===== src/source/aes_pkg.sv =====
`default_nettype none

package aes_pkg;

  // AES-128 round count
  localparam int NUM_ROUNDS = 10;

  localparam int BLOCK_W = 128;
  localparam int WORD_W  = 32;
  localparam int BYTE_W  = 8;
  localparam int RND_W   = 4;

  // Block, cipher key or round key
  typedef logic [BLOCK_W-1:0] block_t;

  // One state column or key word
  typedef logic [WORD_W-1:0] word_t;

  // S-box input and output
  typedef logic [BYTE_W-1:0] byte_t;

  // Round number, 0 to NUM_ROUNDS
  typedef logic [RND_W-1:0] rnd_t;

  // Control FSM
  typedef enum logic [1:0] {
    IDLE,
    KEY_EXPAND,
    RUN,
    EMIT
  } ctrl_state_t;

endpackage

`default_nettype wire

===== src/source/aes_out_buf.sv =====
`default_nettype none

module aes_out_buf (
  input  logic            clk,
  input  logic            reset_n,
  input  logic            res_push,
  input  aes_pkg::block_t res_data,
  output logic            buf_free,
  output logic            out_valid,
  input  logic            out_ready,
  output aes_pkg::block_t out_data
);

  import aes_pkg::*;

  block_t     mem [2];
  logic       wr_ptr;
  logic       rd_ptr;
  logic [1:0] count;
  logic       pop;

  assign pop       = out_valid && out_ready;
  assign buf_free  = (count < 2'd2);
  assign out_valid = (count != 2'd0);
  assign out_data  = mem[rd_ptr];

  always_ff @(posedge clk) begin
    if (res_push) begin
      mem[wr_ptr] <= res_data;
    end
  end

  always_ff @(posedge clk or negedge reset_n) begin
    if (!reset_n) begin
      wr_ptr <= 1'b0;
      rd_ptr <= 1'b0;
      count  <= 2'd0;
    end else begin
      if (res_push) wr_ptr <= ~wr_ptr;
      if (pop) rd_ptr <= ~rd_ptr;
      // Simultaneous push and pop leaves the count alone
      case ({res_push, pop})
        2'b10:   count <= count + 2'd1;
        2'b01:   count <= count - 2'd1;
        default: count <= count;
      endcase
    end
  end

endmodule

`default_nettype wire


===== config.mk =====
export PLATFORM = sky130hd
export DESIGN_NAME = aes_out_buf
export DESIGN_NICKNAME = d
export VERILOG_FILES = /design/src/source/aes_pkg.sv /design/src/source/aes_out_buf.sv
export SDC_FILE = /design/constraint.sdc
export NUM_CORES = 1
export LEC_CHECK = 0
export BUFFER_PORTS_ARGS = -buffer_cell sky130_fd_sc_hd__buf_2
export CORE_ASPECT_RATIO = 0.6
export CORE_MARGIN = 3
export CORE_UTILIZATION = 50
export DETAILED_ROUTE_END_ITERATION = 8
export PLACE_DENSITY = 0.77
export SETUP_SLACK_MARGIN = 0.2
export SLEW_MARGIN = 20
export SYNTH_ARGS = -nofsm -noshare
export SYNTH_HDL_FRONTEND = slang
export SYNTH_SLANG_ARGS = --single-unit

===== constraint.sdc =====
create_clock -name clk -period 9.4 [get_ports clk]
set_input_delay 0.94 -clock clk [delete_from_list [all_inputs] [get_ports clk]]
set_output_delay 0.94 -clock clk [all_outputs]
set_load 0.01 [all_outputs]

Word level (Yosys, flattened, before mapping):

Memories as Yosys holds them, arrays and structs flattened.
Index checks and enable logic that the tools add are counted.

* register bits after elaboration: 4
* RAM bits: 256
* output and inout port bits: 130
* word-level logic and storage cells: 17
* memories: 1

* add/sub/neg operators: 2
* order comparisons: 1
* eq/ne operators: 2
* multiplexer cells: 3
* bitwise operators: 2
* reduce and logical (&&, ||, !) cells: 3

Memories
* mem: words 2, width 128, rd ports 1, clocked after Yosys merged registers in 0, write ports 1, RTL line aes_out_buf.sv:16 `block_t mem [2];`

Operator list (count)
* $pmux 2 s2: 1
* $reduce_bool 2->1: 2
* $add 2x1->2 const B: 1
* $eq 2x1->1 const B: 1
* $eq 2x2->1 const B: 1
* $lt 2x2->1 const B: 1
* $mux 1: 2
* $not 1->1: 2
* $sub 2x1->2 const B: 1
* $logic_and 1x1->1: 1

Logic depth before layout (Yosys ltp):

* word-level depth: 4
* gate-level depth with buffers: 6
* depth with buffers taken out: 6

Worst setup path after synthesis:

No wires, ideal clock.

* kind: in2reg
* start: input res_push
* end: memory mem[0][0] (netlist name), enable pin
* setup time: 0.616 ns
* arrival: 6.277 ns
* path slack: 2.507 ns
* stages on the path: 2
* buffers on the path: 0
* path through: inv_1 > nor2_1

* longest elaborated chain between the ends: 2

Ends and longest elaborated chain
* start: declaration: RTL line aes_out_buf.sv:6 `input logic res_push,`
* $mux 1: RTL line aes_out_buf.sv:28 `if (res_push) begin`
* $mux 1 (not written as such): RTL line aes_out_buf.sv:29 `mem[wr_ptr] <= res_data;`
* end: declaration: RTL line aes_out_buf.sv:16

Every way passes these cells.

Worst setup path in the final report:

* start: register rd_ptr
* end: output out_data[103]

* longest elaborated chain between the ends: 1

Ends and longest elaborated chain
* start: declaration: RTL line aes_out_buf.sv:18 `logic rd_ptr;`
* start signal: assignment: RTL line aes_out_buf.sv:40 `if (pop) rd_ptr <= ~rd_ptr;`
* $mem_v2 2x128
* end: declaration: RTL line aes_out_buf.sv:11 `output aes_pkg::block_t out_data`

Every way passes these cells.

==> run_results.csv <==
group,metric,value,unit
sta,final.setup.tns,0,ps
clocking,htreeDepth,1,
layout,fillers,1281,
floorplanning,die-area,0.0207,mm²
clocking,path_clk_slew,70,ps
logic_synthesis,yosysMostFrequentCell,"edfxtp_1",
logic_synthesis,async_reset_ff_frac,0.0154,
sta,setup_violations,0,
global_routing,grtUsageTotal,0.176,
logic_synthesis,synth-main-ff-cell,"edfxtp_1",
logic_synthesis,syn-cell-area,0.00947,mm²
min_path,worst_hold_path_type,"input port to async pin",
sta,relSlewSlack,0.384,
layout,num_antenna_cells,0,
logic_synthesis,yosys-top-cells-count,"edfxtp_1 (256), mux2_2 (128), buf_6 (12)",
logic_synthesis,synthTopCellsByArea,"edfxtp_1 (81%), mux2_2 (15%), buf_6 (1.4%), dfrtp_1 (1.1%), xnor2_1 (0.28%)",
sta,max_freq,261,MHz
clocking,cts_buffers,23,
routing,dr.pass1.iters,4,
logic_synthesis,synth_top_family_by_area,"multiplexers",
logic_synthesis,synth_top_cell_area_share,0.812,
global_routing,met3_usage,0.0440,
logic_synthesis,synth_edf_count,256,
logic_synthesis,syn_avg_cell_area,22.8,µm²
logic_synthesis,synthMuxAreaShare,0.152,
critical_path,critPathSlowestCell,"dfrtp_4",
logic_synthesis,yosys.area_share.simple,0.00291,
critical_path,path_max_fanout,65,
logic_synthesis,yosysTopAreaCell,"edfxtp_1",
place,dp.cells,906,
floorplanning,ioPinCount,262,
sta,min_period_over_period,0.408,
routing,remaining_drc_errors,0,
layout,areaGrowthSynthToFinish,22.7,%
clocking,cts_tree,"yes",
sta,post-route-min-period,3830,ps
power_and_ir_drop,ir_worst_vdd,0.222,mV
critical_path,startpoint_type,"flip-flop",
clocking,cts_resized,0,
clocking,holdBufCountCts,0,
power_and_ir_drop,leakagePower,4.36,nW
power_and_ir_drop,powerDensity,294,mW/mm²
routing,wl,18700,µm
logic_synthesis,ys_types,14,
sta,worst_pin_slew,925,ps
place,gp_congestion,0.790,
routing,wire_per_inst,19.9,µm
floorplanning,core-area,0.0183,mm²
global_routing,busiest_layer,"met2",
clocking,clkLatencyLatePin,490,ps
floorplanning,die_w,184,µm
logic_synthesis,synth_compound_area_frac,0,
global_routing,grt-ovfl-total,0,
critical_path,cpPeakStageDelay,980,ps
clocking,cts_sinks,260,
logic_synthesis,yosys_warnings,0,
critical_path,path_cells,"buf_4, mux2_2, buf_2",
routing,vias,4844,
routing,postRouteAntennaNets,0,
sta,finalWorstSetupSlack,5570,ps
place,io_buffers,261,
logic_synthesis,syn_inst,415,
critical_path,cp-end-kind,"output pin",
sta,skew,14.6,ps
logic_synthesis,synth_xor_area_frac,0.00463,
layout,drive_gt1_frac,0.605,
place,dp_hpwl,12800,µm
global_routing,gr-usage-met2,0.295,
outcome,status,"finished clean",
floorplanning,num_rows,38,
logic_synthesis,synth-seq-cells,260,
sta,grt_setup_unrepaired,"false",
global_routing,met1_usage,0.236,
global_routing,grt_start_max_net_pins,67,
routing,drtIter0Drc,290,
logic_synthesis,ys_seq_area_frac,0.823,
clocking,post_cts_buffers,0,
layout,stdcell_count,943,
layout,nNetsFinal,824,
logic_synthesis,synth.net_count,548,
critical_path,criticalPathCategory,"flip-flop to output pin",
floorplanning,start_util,0.517,
run,drv_cap,0,
sta,slew_violations,0,
routing,viasPerCell,5.14,
global_routing,antenna_found_initial,2,
global_routing,grt_pass1_wl,28400,µm
clocking,root_buffer,"clkbuf_16",
place,dp_slack,6040,ps
clocking,cts_buffer_depth,3,
global_routing,grt_pass1_vias,5155,
sta,finalHoldViolations,0,
floorplanning,die_h,113,µm
critical_path,critPathRequiredTime,8460,ps
critical_path,crit_arrival,2890,ps
logic_synthesis,synthAdderAreaFrac,0.00132,
[area by class of cell]
class / instances / area (µm²) / share of cell area
clock buffer: 31 / 626 / 0.0538
clock inverter: 6 / 25.0 / 0.00215
inverter: 2 / 7.51 / 0.000646
multi-input combinational: 139 / 1540 / 0.132
sequential: 260 / 7790 / 0.670
tap: 240 / 300 / 0.0258
timing repair buffer: 265 / 1340 / 0.115
[power breakdown]
group / switching (mW) / total [mW] / internal (mW) / leakage [nW]
clock network: 0.370 / 0.831 / 0.462 / 0.319
registers: 0.106 / 1.65 / 1.54 / 2.45
logic: 0.494 / 0.938 / 0.444 / 1.60
total: 0.970 / 3.42 / 2.45 / 4.36
[cells by family after synthesis]
| kind of cell | after synthesis |
|---|---|
| flip-flops | 260 |
| XOR/XNOR | 5 |
| multiplexers | 128 |
| buffers and inverters | 16 |
| AND/OR/NAND/NOR | 5 |
| adder cells (fa/ha/maj) | 1 |
[registers in the layout (all words and copies together), names as in the netlist]
signal	cells
mem	256
count	2
rd_ptr	1
wr_ptr	1
[placed cells by master, fill, tap and decap left out, types with 2 or more instances in the layout]
cell type / n
clkinv_2: 2
clkbuf_1: 6
clkbuf_16: 23
inv_1: 2
clkbuf_8: 2
xnor2_1: 3
dfrtp_1: 3
buf_2: 261
buf_4: 4
edfxtp_1: 256
mux2_2: 128
xor2_1: 2
clkinv_1: 4
[critical path, delay by kind of cell, from the launching register on]
kind     cells  cell delay [ps]
buf+inv      2              920
flops        1              980
mux          1              430
[path summary, 6_finish.rpt]
check	startpoint	endpoint	slack [ps]	depth (start not counted)
max	rd_ptr$_DFFE_PN0P_	out_data[103]	5570	3
min	reset_n	rd_ptr$_DFFE_PN0P_	240	1
max reg2reg	wr_ptr$_DFFE_PN0P_	mem[1][105]$_DFFE_PP_	6920	2
min reg2reg	count[0]$_DFFE_PN0P_	count[0]$_DFFE_PN0P_	530	1
max in group asynchronous	reset_n	rd_ptr$_DFFE_PN0P_	9010	1
min in group clk	count[0]$_DFFE_PN0P_	count[0]$_DFFE_PN0P_	530	1
[stage by stage]
step           total power [mW]   util  area (µm²)  hold slack (ps)
6_report                   3.42  0.635       11600              245
5_1_grt                    3.58  0.635       11600              232
4_1_cts                    3.46  0.635       11600              230
3_5_place_dp               2.62  0.599       11000              527
3_3_place_gp               2.59  0.599       11000              492
2_1_floorplan              2.31      -        9470              453
[layer usage]
metal  vias up  part of all wire
met2       192              0.48
met5         -            0.0014
met3        26             0.077
li1       2195                 -
met4         4             0.016
met1      2427              0.43
Note: power is estimated with default switching activity, not from simulation.
