--- config.mk ---
export PLATFORM = sky130hd
export DESIGN_NAME = aes_key_gen
export DESIGN_NICKNAME = d
export VERILOG_FILES = /design/src/source/aes_pkg.sv /design/src/source/aes_key_gen.sv /design/src/source/aes_sbox.sv
export SDC_FILE = /design/constraint.sdc
export NUM_CORES = 1
export LEC_CHECK = 0
export CAP_MARGIN = 20
export CELL_PAD_IN_SITES_DETAIL_PLACEMENT = 1
export CELL_PAD_IN_SITES_GLOBAL_PLACEMENT = 2
export CORE_MARGIN = 2
export CORE_UTILIZATION = 30
export DETAILED_ROUTE_END_ITERATION = 8
export DONT_BUFFER_PORTS = 1
export GPL_TIMING_DRIVEN = 0
export HOLD_SLACK_MARGIN = 0.05
export MAX_ROUTING_LAYER = met4
export PLACE_DENSITY = 0.63
export SYNTH_ARGS = -nofsm -noshare
export SYNTH_HDL_FRONTEND = slang
export SYNTH_SLANG_ARGS = --single-unit
--- constraint.sdc ---
create_clock -name clk -period 10 [get_ports clk]
set_input_delay 1 -clock clk [delete_from_list [all_inputs] [get_ports clk]]
set_output_delay 1 -clock clk [all_outputs]
set_load 0.02 [all_outputs]
--- src/source/aes_pkg.sv ---
`default_nettype none

package aes_pkg;

  // AES-128 round count
  localparam int NUM_ROUNDS = 10;

  localparam int BLOCK_W = 128;
  localparam int WORD_W  = 32;
  localparam int BYTE_W  = 8;
  localparam int RND_W   = 4;

  // Block, cipher key or round key
  typedef logic [BLOCK_W-1:0] block_t;

  // One state column or key word
  typedef logic [WORD_W-1:0] word_t;

  // S-box input and output
  typedef logic [BYTE_W-1:0] byte_t;

  // Round number, 0 to NUM_ROUNDS
  typedef logic [RND_W-1:0] rnd_t;

  // Control FSM
  typedef enum logic [1:0] {
    IDLE,
    KEY_EXPAND,
    RUN,
    EMIT
  } ctrl_state_t;

endpackage

`default_nettype wire
--- src/source/aes_key_gen.sv ---
`default_nettype none

module aes_key_gen (
  input  logic            clk,
  input  logic            reset_n,
  input  aes_pkg::block_t key_in,
  input  logic            key_ld,
  input  logic            key_en,
  input  logic            dec_en,
  input  aes_pkg::rnd_t   rnd_num,
  output aes_pkg::block_t key_out
);

  import aes_pkg::*;

  // Forward steps keep words 1..3 one round behind word 0
  block_t key_q;
  logic   dec_q;

  byte_t  rcon;
  byte_t  rcon_inv;
  word_t  w1_nxt, w2_nxt, w3_nxt;
  word_t  fw0, fw1, fw2, fw3;
  word_t  fw0_nxt;
  block_t src_b;
  word_t  b0, b1, b2, b3;
  word_t  sbox_in;
  word_t  rot_word;
  word_t  sub_word;

  function automatic byte_t rcon_of(input rnd_t idx);
    case (idx)
      4'd0:    return 8'h01;
      4'd1:    return 8'h02;
      4'd2:    return 8'h04;
      4'd3:    return 8'h08;
      4'd4:    return 8'h10;
      4'd5:    return 8'h20;
      4'd6:    return 8'h40;
      4'd7:    return 8'h80;
      4'd8:    return 8'h1b;
      default: return 8'h36;
    endcase
  endfunction

  // Backward steps walk the constants in reverse
  assign rcon     = rcon_of(rnd_num);
  assign rcon_inv = rcon_of(rnd_t'(NUM_ROUNDS - 1) - rnd_num);

  // Complete the lagging words of the current key
  assign w1_nxt = key_q[127:96] ^ key_q[95:64];
  assign w2_nxt = w1_nxt ^ key_q[63:32];
  assign w3_nxt = w2_nxt ^ key_q[31:0];

  assign fw0 = key_ld ? key_in[127:96] : key_q[127:96];
  assign fw1 = key_ld ? key_in[95:64]  : w1_nxt;
  assign fw2 = key_ld ? key_in[63:32]  : w2_nxt;
  assign fw3 = key_ld ? key_in[31:0]   : w3_nxt;
  assign fw0_nxt = fw0 ^ sub_word ^ {rcon, 24'h000000};

  // Inverse expansion from the full current key
  assign src_b = key_ld ? key_in : key_q;
  assign b3 = src_b[31:0]  ^ src_b[63:32];
  assign b2 = src_b[63:32] ^ src_b[95:64];
  assign b1 = src_b[95:64] ^ src_b[127:96];
  assign b0 = src_b[127:96] ^ sub_word ^ {rcon_inv, 24'h000000};

  // SubWord(RotWord) shared by both directions
  assign sbox_in  = dec_en ? b3 : fw3;
  assign rot_word = {sbox_in[23:0], sbox_in[31:24]};

  for (genvar i = 0; i < 4; i++) begin : g_sbox
    aes_sbox u_sbox (
      .sbox_in (rot_word[8*i +: 8]),
      .sbox_out(sub_word[8*i +: 8])
    );
  end

  always_ff @(posedge clk) begin
    if (key_en) begin
      key_q <= dec_en ? {b0, b1, b2, b3} : {fw0_nxt, fw1, fw2, fw3};
    end
  end

  // Direction of the last step picks the output arrangement
  always_ff @(posedge clk or negedge reset_n) begin
    if (!reset_n) begin
      dec_q <= 1'b0;
    end else if (key_en) begin
      dec_q <= dec_en;
    end
  end

  assign key_out = key_ld ? key_in :
                   dec_q  ? key_q  : {key_q[127:96], w1_nxt, w2_nxt, w3_nxt};

endmodule

`default_nettype wire

--- src/source/aes_sbox.sv ---
`default_nettype none

module aes_sbox (
  input  aes_pkg::byte_t sbox_in,
  output aes_pkg::byte_t sbox_out
);

  // Forward S-box, row 0 holds entries 00 to 0f
  localparam logic [0:255][7:0] SBOX = {
    128'h637c777bf26b6fc53001672bfed7ab76,
    128'hca82c97dfa5947f0add4a2af9ca472c0,
    128'hb7fd9326363ff7cc34a5e5f171d83115,
    128'h04c723c31896059a071280e2eb27b275,
    128'h09832c1a1b6e5aa0523bd6b329e32f84,
    128'h53d100ed20fcb15b6acbbe394a4c58cf,
    128'hd0efaafb434d338545f9027f503c9fa8,
    128'h51a3408f929d38f5bcb6da2110fff3d2,
    128'hcd0c13ec5f974417c4a77e3d645d1973,
    128'h60814fdc222a908846eeb814de5e0bdb,
    128'he0323a0a4906245cc2d3ac629195e479,
    128'he7c8376d8dd54ea96c56f4ea657aae08,
    128'hba78252e1ca6b4c6e8dd741f4bbd8b8a,
    128'h703eb5664803f60e613557b986c11d9e,
    128'he1f8981169d98e949b1e87e9ce5528df,
    128'h8ca1890dbfe6426841992d0fb054bb16
  };

  assign sbox_out = SBOX[sbox_in];

endmodule

`default_nettype wire

**Yosys cells after proc, flatten, opt, wreduce, memory -nomap -nowiden**

Memories as Yosys holds them, arrays and structs flattened.
Cells that the tools add are included.

- $add $sub $neg: 1
- Magnitude comparators: 4
- Mux-type cells: 17
- Bitwise gates (word level): 14

Operator list:

| operator | number |
|---|---|
| $mux 128 | 3 |
| $xor 32x32->32 | 10 |
| $mux 32 | 5 |
| $mux 96 | 1 |
| $mux 8 | 8 |
| $ge 9x9->1 const B | 4 |
| $not 8->9 | 4 |
| $sub 4x4->4 const A | 1 |

- Bits in registers: 129
- ROM bits: 8448
- Input bits: 137
- Output and inout port bits: 128
- Word-level logic and storage cells: 44
- Memories kept: 6

Memory list:

| name | words | bits a word | rd ports | clocked after Yosys merged registers in | wr ports | RTL line | text |
|---|---|---|---|---|---|---|---|
| (no name shown) | 256 | 8 | 1 | 0 | 0 | aes_sbox.sv:28 | `assign sbox_out = SBOX[sbox_in];` |
| (no name shown) | 256 | 8 | 1 | 0 | 0 | aes_sbox.sv:28 |  |
| (no name shown) | 256 | 8 | 1 | 0 | 0 | aes_sbox.sv:28 |  |
| (no name shown) | 256 | 8 | 1 | 0 | 0 | aes_sbox.sv:28 |  |
| (no name shown) | 16 | 8 | 1 | 0 | 0 | aes_key_gen.sv:32 | `case (idx)` |
| (no name shown) | 16 | 8 | 1 | 0 | 0 | aes_key_gen.sv:32 |  |

**Logic depth before layout (Yosys ltp)**

- Depth in word-level cells: 12
- Depth in mapped cells: 18
- Gate-level depth less buffers: 14

**By module**

A second synthesis with hierarchy kept.

- Cells, all modules: 3356
- Area total of the unflattened synthesis: 24818.8 sq um

Modules (own cells, without submodules):

| module | times used | cells an instance | area each (sq um) | sequential area each (sq um) |
|---|---|---|---|---|
| aes_sbox | 4 | 507 | 3179.3 | 0.0 |
| aes_key_gen | 1 | 1328 | 12101.6 | 3868.7 |

**Least setup slack after synthesis**

Ideal clock, no wire load.

- Path type: input-to-reg
- Start point: input dec_en
- End point: register key_q[113] (data pin)
- Setup time: 0.260 ns
- Arrival: 4.357 ns
- Data required time: 9.740 ns
- Setup slack: 5.383 ns
- Stages: 16
- Path buffers: 6
- Cells stage by stage: buf_4 > buf_6 > buf_6 > o211a_1 > nor3_2 > buf_2 > buf_1 > ha_1 > clkbuf_1 > nand4_1 > nand2_1 > a2111oi_1 > a21oi_1 > o2111ai_1 > a311oi_2 > xnor2_1

- Longest elaborated chain between the ends: 8
- Elaborated cells on any way between the ends: 10
- Classes of those cells: 4 x mux; 5 x bitwise; 1 x memory

RTL lines:

| item | RTL line | text |
|---|---|---|
| start: declaration | aes_key_gen.sv:9 | `input logic dec_en,` |
| $mux 32 * | aes_key_gen.sv:69 | `assign sbox_in = dec_en ? b3 : fw3;` |
| named net g_sbox[2].u_sbox.sbox_in[1] | aes_sbox.sv:4 | `input aes_pkg::byte_t sbox_in,` |
| $not 8->9 (not written as such) * | aes_sbox.sv:28 |  |
| $mem_v2 256x8 * | - |  |
| $mux 8 (not written as such) * (2 in series) | aes_sbox.sv:28 |  |
| $xor 32x32->32 (on tied branches) (2 in series) | aes_key_gen.sv:59, aes_key_gen.sv:66 |  |
| $mux 128 * | aes_key_gen.sv:81 | `key_q <= dec_en ? {b0, b1, b2, b3} : {fw0_nxt, fw1, fw2, fw3};` |
| end signal: assignment | aes_key_gen.sv:81 |  |
| end: declaration | aes_key_gen.sv:17 | `block_t key_q;` |

The timed path passes the listed nets; every way through them passes the cells marked *. The select of a mux whose other input is x is not followed.
A chain may end at the register's enable or synchronous reset.

**Final worst setup path**

- Start point: input dec_en
- End point: register key_q[105] (data pin)

- Longest elaborated chain between the ends: 8
- Elaborated cells on any way between the ends: 10
- Classes of those cells: 4 x mux; 5 x bitwise; 1 x memory

RTL lines:

| item | RTL line |
|---|---|
| $mux 32 | aes_key_gen.sv:69 |
| $not 8->9 (not written as such) | aes_sbox.sv:28 |
| $mem_v2 256x8 | - |
| $mux 8 (not written as such) (2 in series) | aes_sbox.sv:28 |
| $xor 32x32->32 (on tied branches) (2 in series) | aes_key_gen.sv:59, aes_key_gen.sv:66 |
| $mux 128 * | aes_key_gen.sv:81 |

Every way passes the cells marked *; elsewhere a longest branch is shown, timed or not. The select of a mux whose other input is x is not followed.

==> impl_metrics.py <==
metrics = {
    "status": {
        "status": "complete, no violations",
    },
    "worst_setup_path": {
        "crit_slowest_cell": "a31oi_1",
        "reg2reg_slack_ps": 3210,
        "crit_fanout": 13,
        "crit_type": "in2reg",
        "cpMostUsedCell": "a31oi_1",
        "crit_path_start_kind": "primary input",
        "r2r_cells": 13,
        "cp-end-kind": "flop",
        "crit_required_ps": 10250,
        "worst_ep_arrival_time_ps": 7830,
        "slowest_delay_ps": 1040,
        "path_cells": "nand2_1, clkbuf_1, o22ai_1, nor3_2, inv_1, buf_2, ha_1, clkbuf_1, a31oi_1, a21oi_1, nand3_1, a31oi_1, a2111oi_0, a31oi_1, xor2_1",
    },
    "synthesis": {
        "synth_seq_cells": 129,
        "synth_largest_area_cell": "edfxtp_1",
        "synth_top_area_frac": 0.1469,
        "syn_nets": 3816,
        "synth-edff-count": 128,
        "synthCells": 3623,
        "post_synth.cell_area_avg_sq_um": 7.222,
        "synthTopCellsByArea": "edfxtp_1, a21oi_1, xor2_1, nand2_1, xnor2_1",
        "synth_area_sq_um": 26160,
        "synthArstFlopShare": 0.007752,
        "synth_cell_types": 106,
        "yosysSeqAreaShare": 0.1479,
        "yosys_warnings": 0,
        "ys.flop_type": "edfxtp_1",
    },
    "timing": {
        "drv_slew": 0,
        "slew_headroom": 0.1348,
        "skew_ps": 15.43,
        "setup_violations": 0,
        "post-route-min-period_ps": 7584,
        "tightest_slew_ps": 1293,
        "hold_viol": 0,
        "setup_ws_ps": 2416,
        "max_clock_freq_ghz": 0.1319,
        "fin_setup_tns_ps": 0,
        "rsz0062_at_grt": "false",
        "final.period_utilization": 0.7584,
    },
    "clock_tree": {
        "clock_latency_ps": 500,
        "cts-root-buf": "clkbuf_16",
        "ctsResizeCount": 0,
        "clock-sinks": 129,
        "cts_tree": "done",
        "htree_levels": 4,
        "clockBufferDepth": 2,
        "cts_buffers": 17,
        "post_cts_buffers": 0,
        "path_clk_slew_ps": 80,
        "holdBufCountCts": 0,
    },
    "route": {
        "first_iter_violations": 6175,
        "route.detailed.drc": 0,
        "viasPerCell": 7.515,
        "antenna_left": 0,
        "via_count": 36500,
        "wl_um": 214000,
        "dr.pass1.iters": 6,
        "wl_per_cell_um": 44.06,
    },
    "placement": {
        "dp_hpwl_um": 158700,
        "dpl_cell_area_sq_um": 27850,
        "dp_slack_ps": 2277,
        "gp_congestion": 1.130,
        "io_buffers": 0,
    },
    "run": {
        "cap_violations": 0,
    },
    "pwr": {
        "p_comb_frac": 0.843,
        "clockPowerShare": 0.060,
        "p_sw_w": 0.007832,
        "cellPowerDensity_nw_per_um2": 409.0,
        "p_int_w": 0.003829,
        "p_sw_frac": 0.6716,
        "sequentialPowerShare": 0.097,
        "total_power_w": 0.01166,
        "p_leak_nw": 9.503,
        "ir_drop_mv": 0.1738,
    },
    "global_route": {
        "grt_max_degree": 130,
        "grt_pass1_wl_um": 290800,
        "grt_util_all_layers": 0.4696,
        "first_global_vias": 34930,
        "antenna_found_initial": 19,
        "gr-total-overflow": 0,
    },
    "floorplan": {
        "die_h_um": 299.3,
        "initial_core_util": 0.3021,
        "die_area_sq_um": 89590,
        "pin_count": 265,
        "die_w_um": 299.3,
        "rows": 108,
        "core_area_sq_um": 86620,
    },
    "cells_and_area": {
        "fin_util": 0.3292,
        "fin_area_sq_um": 28510,
        "layout_common_cells": "nand2_1, a21oi_1, nor2_1",
        "final_nets": 3859,
        "num-fill-cells": 10730,
        "layout_commonest_cell": "nand2_1",
        "drive_above_1_share": 0.1300,
        "syn2layout_area_growth_pct": 8.976,
    },
    "min_path": {
        "hp-class": "in2async",
    },
}
[per-layer routing]
layer	wire (um)	share of wire	global-route usage
met2	86020	0.40	0.6560
met5	0	0	-
met1	78660	0.37	0.5635
met4	16690	0.078	0.2765
met3	32610	0.15	0.1892
[cell type report]
class	count	area [sq um]	share of cell area
multi-input combinational	3059	20260	0.7104
sequential	129	3869	0.1357
buffer	377	1856	0.06508
tap	1155	1445	0.05068
clock buffer	18	429.2	0.01505
inverter	58	225.2	0.007899
timing repair buffer	24	222.7	0.007811
clock inverter	13	150.1	0.005266
antenna	24	60.06	0.002106
[stage by stage]
step / std cells / hold slack, ps
2_1_floorplan: 3623 / 704.4
3_3_place_gp: 4778 / 705.0
3_5_place_dp: 4799 / 705.0
4_1_cts: 4830 / 189.6
5_1_grt: 4855 / 187.9
6_report: 4857 / 197.8
[power groups by stage]
stage	logic (W)	clock network (W)	registers (W)
final	0.00983	0.000702	0.00113
after global routing	0.00984	0.000717	0.00114
after CTS	0.00912	0.000701	0.00112
after detailed placement	0.00907	0	0.00113
after global placement	0.00914	0	0.00111
after floorplan	0.00540	0	0.00102
[logic make-up (layout without fill, tap and decap cells)]
group           count (synthesis)  after routing  synth area share
compound gates               1355           1355            0.3592
xor+xnor                      311            311            0.1061
fa+ha+maj                      56             56           0.02678
buf+inv                       435            490           0.07953
flops                         129            129            0.1479
mux                           132            132           0.05528
other cells                     0             24                 0
simple gates                 1205           1205            0.2252
[registers in the layout, summed over array words and instances (netlist names)]
name / flops
key_q: 128
dec_q: 1
[critical path, delay by kind of cell]
family / cells / cell delay (ps)
xor+xnor: 1 / 200
buf+inv: 4 / 2040
fa+ha+maj: 1 / 240
simple gates: 3 / 1490
compound gates: 6 / 2830
[cell usage after synthesis, types with 23 or more instances]
master	number
nand4_1	54
nand3_1	172
xor2_1	154
o2111ai_1	29
clkbuf_1	150
mux2i_1	34
a31oi_1	115
inv_1	31
mux2_2	97
o211ai_1	91
a32oi_1	37
a21oi_1	297
a211oi_1	70
nor2_1	265
xnor2_1	150
or3_1	37
or2_2	26
nor2b_1	37
buf_4	35
nor3_1	80
buf_2	157
nand2_1	359
edfxtp_1	128
nand2b_1	62
nor4_1	37
a221oi_1	23
o311ai_0	38
o31ai_1	42
ha_1	56
a311oi_1	52
o22ai_1	38
o21ai_0	228
[path summary, 6_finish.rpt]
| check | from | to |
|---|---|---|
| hold reg to reg | key_q[125] | key_q[61] |
| setup / recovery | dec_en | key_q[105] |
| hold / removal | reset_n | dec_q |
| min in group clk | key_en | key_q[120] |
| max in group asynchronous | reset_n | dec_q |
| setup reg to reg | key_q[97] | key_q[105] |
Note: power is estimated with default switching activity, not from simulation.
