### config.mk
export PLATFORM = sky130hd
export DESIGN_NAME = aes_in_ctrl
export DESIGN_NICKNAME = d
export VERILOG_FILES = /design/src/source/aes_pkg.sv /design/src/source/aes_in_ctrl.sv
export SDC_FILE = /design/constraint.sdc
export NUM_CORES = 1
export LEC_CHECK = 0
export BUFFER_PORTS_ARGS = -buffer_cell sky130_fd_sc_hd__buf_2
export CORE_AREA = 2 2 209 211
export CTS_BUF_LIST = sky130_fd_sc_hd__clkbuf_8 sky130_fd_sc_hd__clkbuf_16
export DETAILED_ROUTE_END_ITERATION = 7
export DIE_AREA = 0 0 211 213
export HOLD_SLACK_MARGIN = 0.02
export PLACE_DENSITY_LB_ADDON = 0.15
export SLEW_MARGIN = 20
export SYNTH_ARGS = -nofsm -noshare
export SYNTH_HDL_FRONTEND = slang
export SYNTH_SLANG_ARGS = --single-unit
### constraint.sdc
create_clock -name clk -period 19.2 [get_ports clk]
set_input_delay 3.84 -clock clk [delete_from_list [all_inputs] [get_ports clk]]
set_output_delay 3.84 -clock clk [all_outputs]
set_load 0.03 [all_outputs]
### src/source/aes_pkg.sv
`default_nettype none

package aes_pkg;

  // AES-128 round count
  localparam int NUM_ROUNDS = 10;

  localparam int BLOCK_W = 128;
  localparam int WORD_W  = 32;
  localparam int BYTE_W  = 8;
  localparam int RND_W   = 4;

  // Block, cipher key or round key
  typedef logic [BLOCK_W-1:0] block_t;

  // One state column or key word
  typedef logic [WORD_W-1:0] word_t;

  // S-box input and output
  typedef logic [BYTE_W-1:0] byte_t;

  // Round number, 0 to NUM_ROUNDS
  typedef logic [RND_W-1:0] rnd_t;

  // Control FSM
  typedef enum logic [1:0] {
    IDLE,
    KEY_EXPAND,
    RUN,
    EMIT
  } ctrl_state_t;

endpackage

`default_nettype wire
### src/source/aes_in_ctrl.sv
`default_nettype none

module aes_in_ctrl (
  input  logic            clk,
  input  logic            reset_n,
  input  logic            in_valid,
  output logic            in_ready,
  input  logic            in_key_ld,
  input  logic            in_dec,
  input  aes_pkg::block_t in_data,
  input  logic            buf_free,
  input  aes_pkg::block_t round_key,
  output logic            key_ld,
  output logic            key_en,
  output logic            dec_en,
  output aes_pkg::rnd_t   rnd_num,
  output aes_pkg::block_t key_in,
  output aes_pkg::block_t blk_out,
  output logic            st_ld,
  output logic            st_en,
  output logic            st_last,
  output logic            res_push
);

  import aes_pkg::*;

  ctrl_state_t state_q;
  rnd_t        rnd_q;
  logic        dec_q;
  block_t      enc_key_q;
  block_t      last_key_q;
  logic        accept;
  logic        busy;
  logic        last;

  assign in_ready = (state_q == IDLE);
  assign accept   = in_valid && in_ready;
  assign busy     = (state_q == KEY_EXPAND) || (state_q == RUN);
  assign last     = (rnd_q == rnd_t'(NUM_ROUNDS));

  always_ff @(posedge clk or negedge reset_n) begin
    if (!reset_n) begin
      state_q <= IDLE;
      rnd_q   <= '0;
      dec_q   <= 1'b0;
    end else begin
      case (state_q)
        IDLE: begin
          if (accept) begin
            state_q <= in_key_ld ? KEY_EXPAND : RUN;
            rnd_q   <= rnd_t'(1);
            dec_q   <= in_dec && !in_key_ld;
          end
        end
        KEY_EXPAND, RUN: begin
          if (last) begin
            state_q <= (state_q == RUN) ? EMIT : IDLE;
            rnd_q   <= '0;
          end else begin
            rnd_q <= rnd_q + 1'b1;
          end
        end
        // Hold the result until the buffer has room
        EMIT: begin
          if (buf_free) begin
            state_q <= IDLE;
          end
        end
        default: state_q <= IDLE;
      endcase
    end
  end

  // Cipher key on load, final round key at the end of expansion
  always_ff @(posedge clk) begin
    if (accept && in_key_ld) begin
      enc_key_q <= in_data;
    end
    if ((state_q == KEY_EXPAND) && last) begin
      last_key_q <= round_key;
    end
  end

  assign key_ld   = accept;
  assign key_en   = accept || (busy && !last);
  assign dec_en   = in_ready ? (in_dec && !in_key_ld) : dec_q;
  assign rnd_num  = rnd_q;
  assign key_in   = in_key_ld ? in_data : (in_dec ? last_key_q : enc_key_q);
  assign blk_out  = in_data;
  assign st_ld    = accept && !in_key_ld;
  assign st_en    = (state_q == RUN);
  assign st_last  = st_en && last;
  assign res_push = (state_q == EMIT) && buf_free;

endmodule

`default_nettype wire

After elaboration in Yosys (flattened, before gate mapping) --
Cells that the tools add are included.
Cells by class: equal/unequal tests 7, mux-type cells 12, $add $sub $neg 1, reductions and logical operators 18
Operators by type and width (number):
- $mux W128 | 2
- $mux W2 | 5
- $logic_and A1 B1 Y1 | 8
- $mux W4 | 2
- $pmux W4 S2 | 1
- $pmux W2 S3 | 1
- $add A4 B1 Y4 const B | 1
- $eq A2 B2 Y1 const B | 2
- $eq A4 B4 Y1 const B | 1
- $ne A2 B2 Y1 const B | 2
- $reduce_and A2 Y1 | 2
- $reduce_and A3 Y1 | 1
- $eq A2 B1 Y1 const B | 1
- $logic_not A1 Y1 | 2
- $logic_not A2 Y1 | 1
- $logic_or A1 B1 Y1 | 2
- $ne A2 B1 Y1 const B | 1
- $reduce_bool A2 Y1 | 1
- $reduce_or A2 Y1 | 1
- $mux W1 | 1
Storage, ports and cells: output and inout port bits 268, logic and storage cells 43, bits in registers 263, bits of input ports 262

Logic depth before layout (Yosys ltp) --
Gate-level depths: netlist of the first run.
depth after elaboration 4, mapped depth 6, depth with buffers taken out 5

Worst setup path after synthesis of the first run --
OpenSTA, ideal clock, no wires.
path type input to output, start in in_dec, end out key_in[100], arrival 4854 ps, path buffers 3, stages on the path 5, required time 15360 ps, path slack 10506 ps, cell sequence buf_2 > buf_4 > buf_6 > mux2i_1 > o21ai_1
On the way: longest elaborated chain between the ends 2
Ends and longest elaborated chain:
- start: declaration | line aes_in_ctrl.sv:9 | input logic in_dec,
- $mux W128 (2 in series) | line aes_in_ctrl.sv:88 | assign key_in = in_key_ld ? in_data : (in_dec ? last_key_q : enc_key_q);
- end: declaration | line aes_in_ctrl.sv:17 | output aes_pkg::block_t key_in,
Every way passes these cells.

Final worst setup path of the first run --
Same ends and word-level chain as after synthesis.

==> results of run 1 <==
==> worst max path at each step <==
stage	from	to	slack, ns	depth (start not counted)
2_1_floorplan	in_dec	key_in[100]	10.51	5
5_1_grt	in_key_ld	key_in[100]	9.49	5
3_5_place_dp	in_dec	key_in[100]	9.59	5
4_1_cts	in_dec	key_in[100]	9.59	5
3_3_place_gp	in_dec	key_in[100]	9.58	5
6_report	in_dec	key_in[100]	9.65	5
==> cell usage after synthesis (all sizes together) (3+ instances only) <==
| master | n |
|---|---|
| mux2i | 129 |
| nor2 | 3 |
| buf | 158 |
| nand2 | 136 |
| clkbuf | 16 |
| dfrtp | 7 |
| o21ai | 133 |
| ha | 6 |
| inv | 9 |
| edfxtp | 256 |
==> cell families after synthesis <==
kind of cell    synth area share
compound gates            0.0603
buf+inv                    0.108
mux                        0.111
fa+ha+maj                0.00632
simple gates              0.0525
flops                      0.662
==> worst reg2reg max path, delay by kind of cell, from the launching register on <==
kind | cells | cell delay, ns
buffers and inverters | 2 | 0.90
flip-flops | 1 | 0.41
adder cells (fa/ha/maj) | 1 | 0.20
AND/OR/NAND/NOR | 2 | 0.62
==> layout make-up <==
cell class	count	share of cell area
Antenna cell	1	0.000168
Clock buffer	32	0.0529
Clock inverter	23	0.00654
Inverter	9	0.00226
Multi-Input combinational cell	426	0.184
Sequential cell	263	0.527
Tap cell	546	0.0458
Timing Repair Buffer	537	0.182
==> state kept, by name, summed over array words and instances, names as in the netlist <==
signal	cells
enc_key_q	128
last_key_q	128
rnd_num	4
state_q	2
dec_q	1
==> power breakdown <==
group	switching (mW)	leakage, nW	internal [mW]
Sequential	0.0143	2.41	0.680
Combinational	0.224	3.57	0.0988
Clock	0.227	0.488	0.292
Total	0.466	6.47	1.07
==> layout by cell type, fill, tap and decap left out, types with 2 or more instances in the layout <==
cell / instances
buf_2: 527
buf_4: 8
buf_6: 2
clkbuf_16: 31
clkinv_1: 4
clkinv_2: 2
dfrtp_1: 7
edfxtp_1: 256
ha_1: 6
inv_1: 23
mux2_2: 2
mux2i_1: 129
nand2_1: 136
nand2b_1: 2
nand4_1: 2
nand4b_1: 2
nor2_1: 2
nor2b_1: 2
o21ai_1: 132
==> metrics by stage <==
step	power, mW	std cells	worst slack (ns)
4_1_cts	1.57	1836	9.59
5_1_grt	1.61	1836	9.49
2_1_floorplan	0.944	872	10.51
3_3_place_gp	1.03	1781	9.58
3_5_place_dp	1.03	1781	9.59
6_report	1.54	1837	9.65
==> layer usage <==
layer  up-vias  track usage  routed length [microns]
li1       3822            -                        -
met1      3623        0.170                    13400
met2       298        0.244                    16600
met3        50       0.0388                     2240
met4         8       0.0301                      630
met5         -            0                       48
==> flow_summary_export.csv, run 1 <==
group,metric,value,unit
drt,ant_nets,0,
clocking,clock_path_buffers,3,
worst_hold_path,hp-class,"register to register",
placement,place_area,0.0140,sq mm
setup_path,cp_max_fo,48,
synth,ys_types,29,
setup_path,crit_type,"input pin to output pin",
synth,synth_top_cell_by_area,"edfxtp_1",
grt,grt_pass1_vias,7612,
worst_hold_path,worstHoldEndpoint,"rnd_num[2]",
clocking,ctsHoldBuffers,0,
setup_path,worstPathArrival,5.71,ns
drt,drt_iter0_markers,281,
placement,gp_congestion,0.758,
synth,syn_area,0.0119,sq mm
finish,drive_gt1_frac,0.450,
placement,io_buffer_count,529,
clocking,cts_sinks,263,
setup_path,path_buf_inv,3,
setup_path,cp_top_family,"buffers and inverters",
die,die-area,0.0449,sq mm
setup_path,rr_endpoint,"last_key_q[66]",
grt,grt_overflow,0,
finish,multiInputGateArea,0.00274,sq mm
clocking,worstSkewPairLatency,0.56,ns
worst_hold_path,hp-start,"rnd_num[2]",
clocking,clockRootBuffer,"clkbuf_16",
drt,post-route-drc-count,0,
timing,maxSlewViolCount,0,
timing,fin_skew,0.00799,ns
timing,hold_viol_final,0,
power,power_density,103,mW/mm^2
grt,grt_pass1_wl,47400,microns
worst_hold_path,whs_path_depth,1,
setup_path,cp_cell_sequence,"buf_6 -> buf_4 -> mux2i_1 -> o21ai_1 -> buf_2",
die,die_w,211,microns
timing,final.period_utilization,0.497,
power,p_leak,6.47,nW
timing,period_minus_slack,9.55,ns
outcome,status,"finished clean",
setup_path,reg2regPathDepth,5,
finish,fin_util,0.350,
synth,synth_top_area_share,0.648,
synth,synth_area_leaders,"edfxtp_1 65%, mux2i_1 11%, buf_4 8.2%",
synth,synth_nets,1140,
synth,synth_edf_count,256,
finish,fillers,4322,
synth,avgSynthCellArea,13.6,sq um
setup_path,r2r_slack,16.57,ns
setup_path,critPathLaunchType,"input pin",
synth,syn_inst,872,
finish,fin_nets,1536,
grt,antenna_found_initial,6,
clocking,h-tree-depth,1,
power,ir_worst_vdd,0.0602,mV
drt,finalWirelength,32900,microns
clocking,cts.clk_slew.worst_paths,0.05,ns
synth,yosysWarnings,0,
timing,setup_viol,0,
die,core-area,0.0427,sq mm
finish,area_growth,25.8,%
drt,wl_per_cell,17.9,microns
clocking,post_cts_buffers,0,
synth,async_reset_ff_frac,0.0266,
die,die_y,213,microns
setup_path,slowest_stage,"buf_4",
timing,slew_headroom,0.308,
setup_path,end_kind,"output pin",
clocking,cts_resized,0,
finish,design_area,0.0149,sq mm
drt,via_count,7801,
flow_run,maxCapViolCount,0,
timing,worstMarginPinSlew,1.04,ns
synth,synth-seq-cells,263,
timing,setup_tns,0,ns
die,initial_core_util,0.278,
drt,dr.pass1.iters,4,
clocking,cts-buffers-inserted,31,
grt,track_usage,0.139,
timing,max_freq,105,MHz
die,num_io_pins,530,
die,fp-row-count,76,
setup_path,cpPeakStageDelay,0.76,ns
placement,dp_hpwl,23100,microns
drt,vias_per_cell,4.25,
grt,grt_max_degree,104,
synth,ys.flop_type,"edfxtp_1",
synth,ys_seq_area_frac,0.662,
timing,rsz0062_at_grt,"no",
setup_path,r2r-start,"rnd_num[0]",
timing,timing.hold.ws,0.529,ns
clocking,cts_tree,"done",
setup_path,crit_required,15.36,ns
finish,ff_latch_area,0.00786,sq mm
(Power assumes the default switching activity.)
==> run 2: changes to the inputs <==
- clock period: 19.2 -> 9.3 ns (I/O delays scaled with it)
==> flow_summary_export.csv, run 2 (synthesis gave the netlist of run 1 again) <==
group,metric,value,unit
die,die_w,211,microns
grt,track_usage,0.139,
drt,dr.pass1.iters,5,
die,num_io_pins,530,
setup_path,crit_type,"input pin to output pin",
timing,maxSlewViolCount,0,
worst_hold_path,hp-class,"register to register",
die,core-area,0.0427,sq mm
power,power,3.19,mW
setup_path,cp_max_fo,73,
drt,vias_per_cell,4.27,
finish,area_growth,26.0,%
placement,gp_congestion,0.768,
timing,setup_tns,0,ns
finish,fillers,4262,
timing,slew_headroom,0.339,
grt,grt_max_degree,137,
clocking,worstSkewPairLatency,0.57,ns
die,initial_core_util,0.278,
flow_run,maxCapViolCount,0,
timing,worstMarginPinSlew,0.991,ns
grt,antenna_found_initial,6,
power,power_density,214,mW/mm^2
setup_path,cp_cell_sequence,"buf_6 -> buf_12 -> mux2i_1 -> o21ai_1 -> buf_2",
grt,grt_overflow,0,
clocking,cts-buffers-inserted,31,
clocking,clock_path_buffers,3,
grt,grt_pass1_wl,47200,microns
timing,max_freq,179,MHz
power,p_leak,6.46,nW
power,ir_worst_vdd,0.130,mV
drt,finalWirelength,33000,microns
setup_path,end_kind,"output pin",
clocking,ctsHoldBuffers,0,
grt,grt_pass1_vias,7539,
timing,hold_viol_final,0,
timing,period_minus_slack,5.60,ns
clocking,h-tree-depth,1,
setup_path,cpPeakStageDelay,0.52,ns
die,die_y,213,microns
drt,post-route-drc-count,0,
outcome,status,"finished clean",
finish,final_cell_mix,"527 x buf_2, 256 x edfxtp_1, 136 x nand2_1, 132 x o21ai_1, 129 x mux2i_1",
clocking,post_cts_buffers,0,
timing,final.period_utilization,0.602,
drt,via_count,7802,
setup_path,r2r-start,"rnd_num[0]",
setup_path,crit_required,7.44,ns
setup_path,slowest_stage,"buf_6",
die,die-area,0.0449,sq mm
worst_hold_path,hp-start,"dec_q",
setup_path,reg2regPathDepth,5,
setup_path,critPathLaunchType,"input pin",
worst_hold_path,worstHoldEndpoint,"dec_q",
clocking,cts_sinks,263,
drt,drt_iter0_markers,313,
finish,drive_gt1_frac,0.455,
clocking,cts.clk_slew.worst_paths,0.06,ns
finish,final_common_cell,"buf_2",
placement,io_buffer_count,529,
clocking,cts_resized,0,
placement,dp_hpwl,23200,microns
clocking,clockRootBuffer,"clkbuf_16",
timing,rsz0062_at_grt,"no",
drt,wl_per_cell,18.0,microns
setup_path,rr_endpoint,"last_key_q[65]",
die,fp-row-count,76,
drt,ant_nets,0,
clocking,cts_tree,"done",
timing,setup_viol,0,
worst_hold_path,whs_path_depth,2,
finish,fin_nets,1534,
setup_path,r2r_slack,6.76,ns
timing,fin_skew,0.0166,ns
setup_path,worstPathArrival,3.74,ns
run 2: cell types whose count changed in the layout (fill, tap and decap cells not counted):
cell,change
buf_4,-4
clkinvlp_4,-1
inv_1,-8
inv_6,+1
clkbuf_8,+4
buf_12,+2
clkinv_1,-4
run 2: layer usage:
| layer | global-route usage | share of wire |
|---|---|---|
| met1 | 0.171 | 0.40 |
| met2 | 0.241 | 0.50 |
| met3 | 0.0396 | 0.071 |
| met4 | 0.0357 | 0.023 |
| met5 | 0 | 0.0023 |
run 2: worst max-delay path: cells and delay by family:
kind                   cells  cell delay [ns]
buffers and inverters      3             1.25
muxes                      1             0.16
AOI/OAI and AO/OA          1             0.19
run 2: metrics by stage:
step / cells / hold WS (ns) / area (sq um) / utilization / worst slack, ns
4_1_cts: 1826 / 0.523 / 14900 / 0.350 / 3.72
5_1_grt: 1826 / 0.559 / 14900 / 0.350 / 3.62
3_5_place_dp: 1779 / 0.507 / 14000 / 0.329 / 3.72
2_1_floorplan: 872 / 0.487 / 11900 / - / 2.38
3_3_place_gp: 1779 / 0.507 / 14000 / 0.329 / 3.72
6_report: 1827 / 0.522 / 15000 / 0.350 / 3.70
run 2: how the worst max path moves through the flow:
stage / slack, ns / startpoint / to
3_3_place_gp: 3.72 / in_dec / key_in[114]
3_5_place_dp: 3.72 / in_dec / key_in[114]
2_1_floorplan: 2.38 / rnd_num[0] / last_key_q[0]
6_report: 3.70 / in_dec / key_in[2]
4_1_cts: 3.72 / in_dec / key_in[114]
5_1_grt: 3.62 / in_dec / key_in[20]
run 2: power by group:
part           internal [mW]  switching, mW
Sequential              1.40         0.0295
Combinational          0.204          0.461
Clock                  0.632          0.465
Total                   2.24          0.955
run 2: layout make-up:
cell class | instances | area (sq um) | share of cell area
Timing Repair Buffer | 535 | 2730 | 0.183
Tap cell | 546 | 683 | 0.0457
Multi-Input combinational cell | 426 | 2740 | 0.183
Inverter | 9 | 33.8 | 0.00226
Sequential cell | 263 | 7860 | 0.526
Clock inverter | 11 | 53.8 | 0.00360
Antenna cell | 1 | 2.50 | 0.000167
Clock buffer | 36 | 845 | 0.0565
==> run 3: changes to the inputs <==
- CORE_AREA: 2 2 209 211 -> 2 2 208 210
- DIE_AREA: 0 0 211 213 -> 0 0 210 212
- clock period: 9.3 -> 4.6 ns (I/O delays scaled with it)
==> flow_summary_export.csv, run 3 (synthesis gave the netlist of run 1 again) <==
group,metric,value,unit
clocking,h-tree-depth,1,
setup_path,critPathLaunchType,"input pin",
drt,ant_nets,0,
setup_path,crit_type,"input pin to output pin",
finish,final_common_cell,"buf_2",
timing,slew_headroom,0.364,
drt,vias_per_cell,4.29,
clocking,ctsHoldBuffers,0,
worst_hold_path,hp-class,"input pin to async pin",
flow_run,maxCapViolCount,0,
drt,via_count,7895,
timing,setup_tns,0,ns
finish,drive_gt1_frac,0.456,
placement,gp_congestion,0.765,
setup_path,crit_required,3.68,ns
setup_path,cp_max_fo,46,
timing,setup_viol,0,
timing,max_freq,308,MHz
drt,drt_iter0_markers,329,
finish,fin_nets,1541,
setup_path,r2r_slack,2.23,ns
setup_path,end_kind,"output pin",
drt,wl_per_cell,18.1,microns
clocking,cts.clk_slew.worst_paths,0.06,ns
timing,hold_viol_final,0,
die,num_io_pins,530,
finish,fillers,4227,
drt,post-route-drc-count,0,
drt,dr.pass1.iters,4,
clocking,cts-buffers-inserted,30,
clocking,cts_tree,"done",
grt,grt_max_degree,73,
finish,design_area,0.0151,sq mm
grt,grt_pass1_vias,7672,
finish,final_cell_mix,"527 x buf_2, 256 x edfxtp_1, 136 x nand2_1, 132 x o21ai_1, 129 x mux2i_1",
finish,antennaDiodeCount,0,
die,core-area,0.0425,sq mm
die,die_y,212,microns
clocking,clockRootBuffer,"clkbuf_16",
timing,fin_skew,0.0129,ns
clocking,post_cts_buffers,0,
grt,grt_overflow,0,
outcome,status,"finished clean",
timing,final.period_utilization,0.706,
clocking,clock_path_buffers,3,
grt,track_usage,0.143,
setup_path,cpPeakStageDelay,0.40,ns
power,power_density,431,mW/mm^2
die,die_w,210,microns
placement,place_area,0.0142,sq mm
setup_path,worstPathArrival,2.33,ns
drt,finalWirelength,33300,microns
timing,rsz0062_at_grt,"no",
setup_path,slowest_stage,"buf_6",
die,initial_core_util,0.279,
clocking,cts_sinks,263,
power,p_leak,6.54,nW
setup_path,cp_cell_sequence,"buf_6 -> buf_12 -> mux2i_1 -> o21ai_1 -> buf_2",
timing,worstMarginPinSlew,0.953,ns
finish,area_growth,27.3,%
timing,period_minus_slack,3.25,ns
grt,grt_pass1_wl,48300,microns
clocking,worstSkewPairLatency,0.56,ns
power,ir_worst_vdd,0.265,mV
placement,io_buffer_count,529,
grt,antenna_found_initial,3,
die,fp-row-count,76,
timing,maxSlewViolCount,0,
clocking,cts_resized,0,
die,die-area,0.0445,sq mm
placement,dp_hpwl,24000,microns
==> run 3: final timing paths <==
check,start,end,cells after the start
max,in_dec,key_in[65],5
min,reset_n,dec_q,1
max reg2reg,rnd_num[0],last_key_q[59],6
min reg2reg,dec_q,dec_q,2
max in group asynchronous,reset_n,rnd_num[3],1
min in group clk,dec_q,dec_q,2
==> run 3: final cells by class <==
type                       count  area [sq um]  area share
sequential                   263          7860       0.521
inverter                       9          33.8     0.00224
tap                          546           683      0.0452
clock buffer                  36           845      0.0559
multi-input combinational    426          2740       0.181
timing repair buffer         543          2850       0.189
clock inverter                16          88.8     0.00588
==> run 3: worst max-delay path: cells and delay by family <==
| family | cells | cell delay, ns |
|---|---|---|
| muxes | 1 | 0.25 |
| AOI/OAI and AO/OA | 1 | 0.07 |
| buffers and inverters | 3 | 0.97 |
==> run 3: through the flow <==
step / setup slack [ns] / instances / hold slack (ns) / utilization / total power [mW]
floorplan: 1.17 / 872 / 0.487 / - / 3.93
global placement: 1.29 / 1787 / 0.498 / 0.333 / 4.34
detailed placement: 1.31 / 1787 / 0.512 / 0.333 / 4.34
CTS: 1.31 / 1839 / 0.172 / 0.355 / 6.63
global route: 1.22 / 1839 / 0.188 / 0.355 / 6.81
finish: 1.35 / 1839 / 0.201 / 0.355 / 6.51
==> run 3: where the power goes <==
group          leakage (nW)  internal (mW)  switching [mW]
combinational          3.63          0.428           0.941
sequential             2.41           2.83          0.0591
clock                 0.498           1.33           0.918
==> run 3: layer usage <==
| layer | GRT usage | part of all wire | vias up |
|---|---|---|---|
| met3 | 0.0337 | 0.069 | 43 |
| met2 | 0.249 | 0.49 | 334 |
| li1 | - | - | 3835 |
| met1 | 0.179 | 0.42 | 3679 |
| met4 | 0.0340 | 0.017 | 4 |
| met5 | 0 | 0.00084 | - |
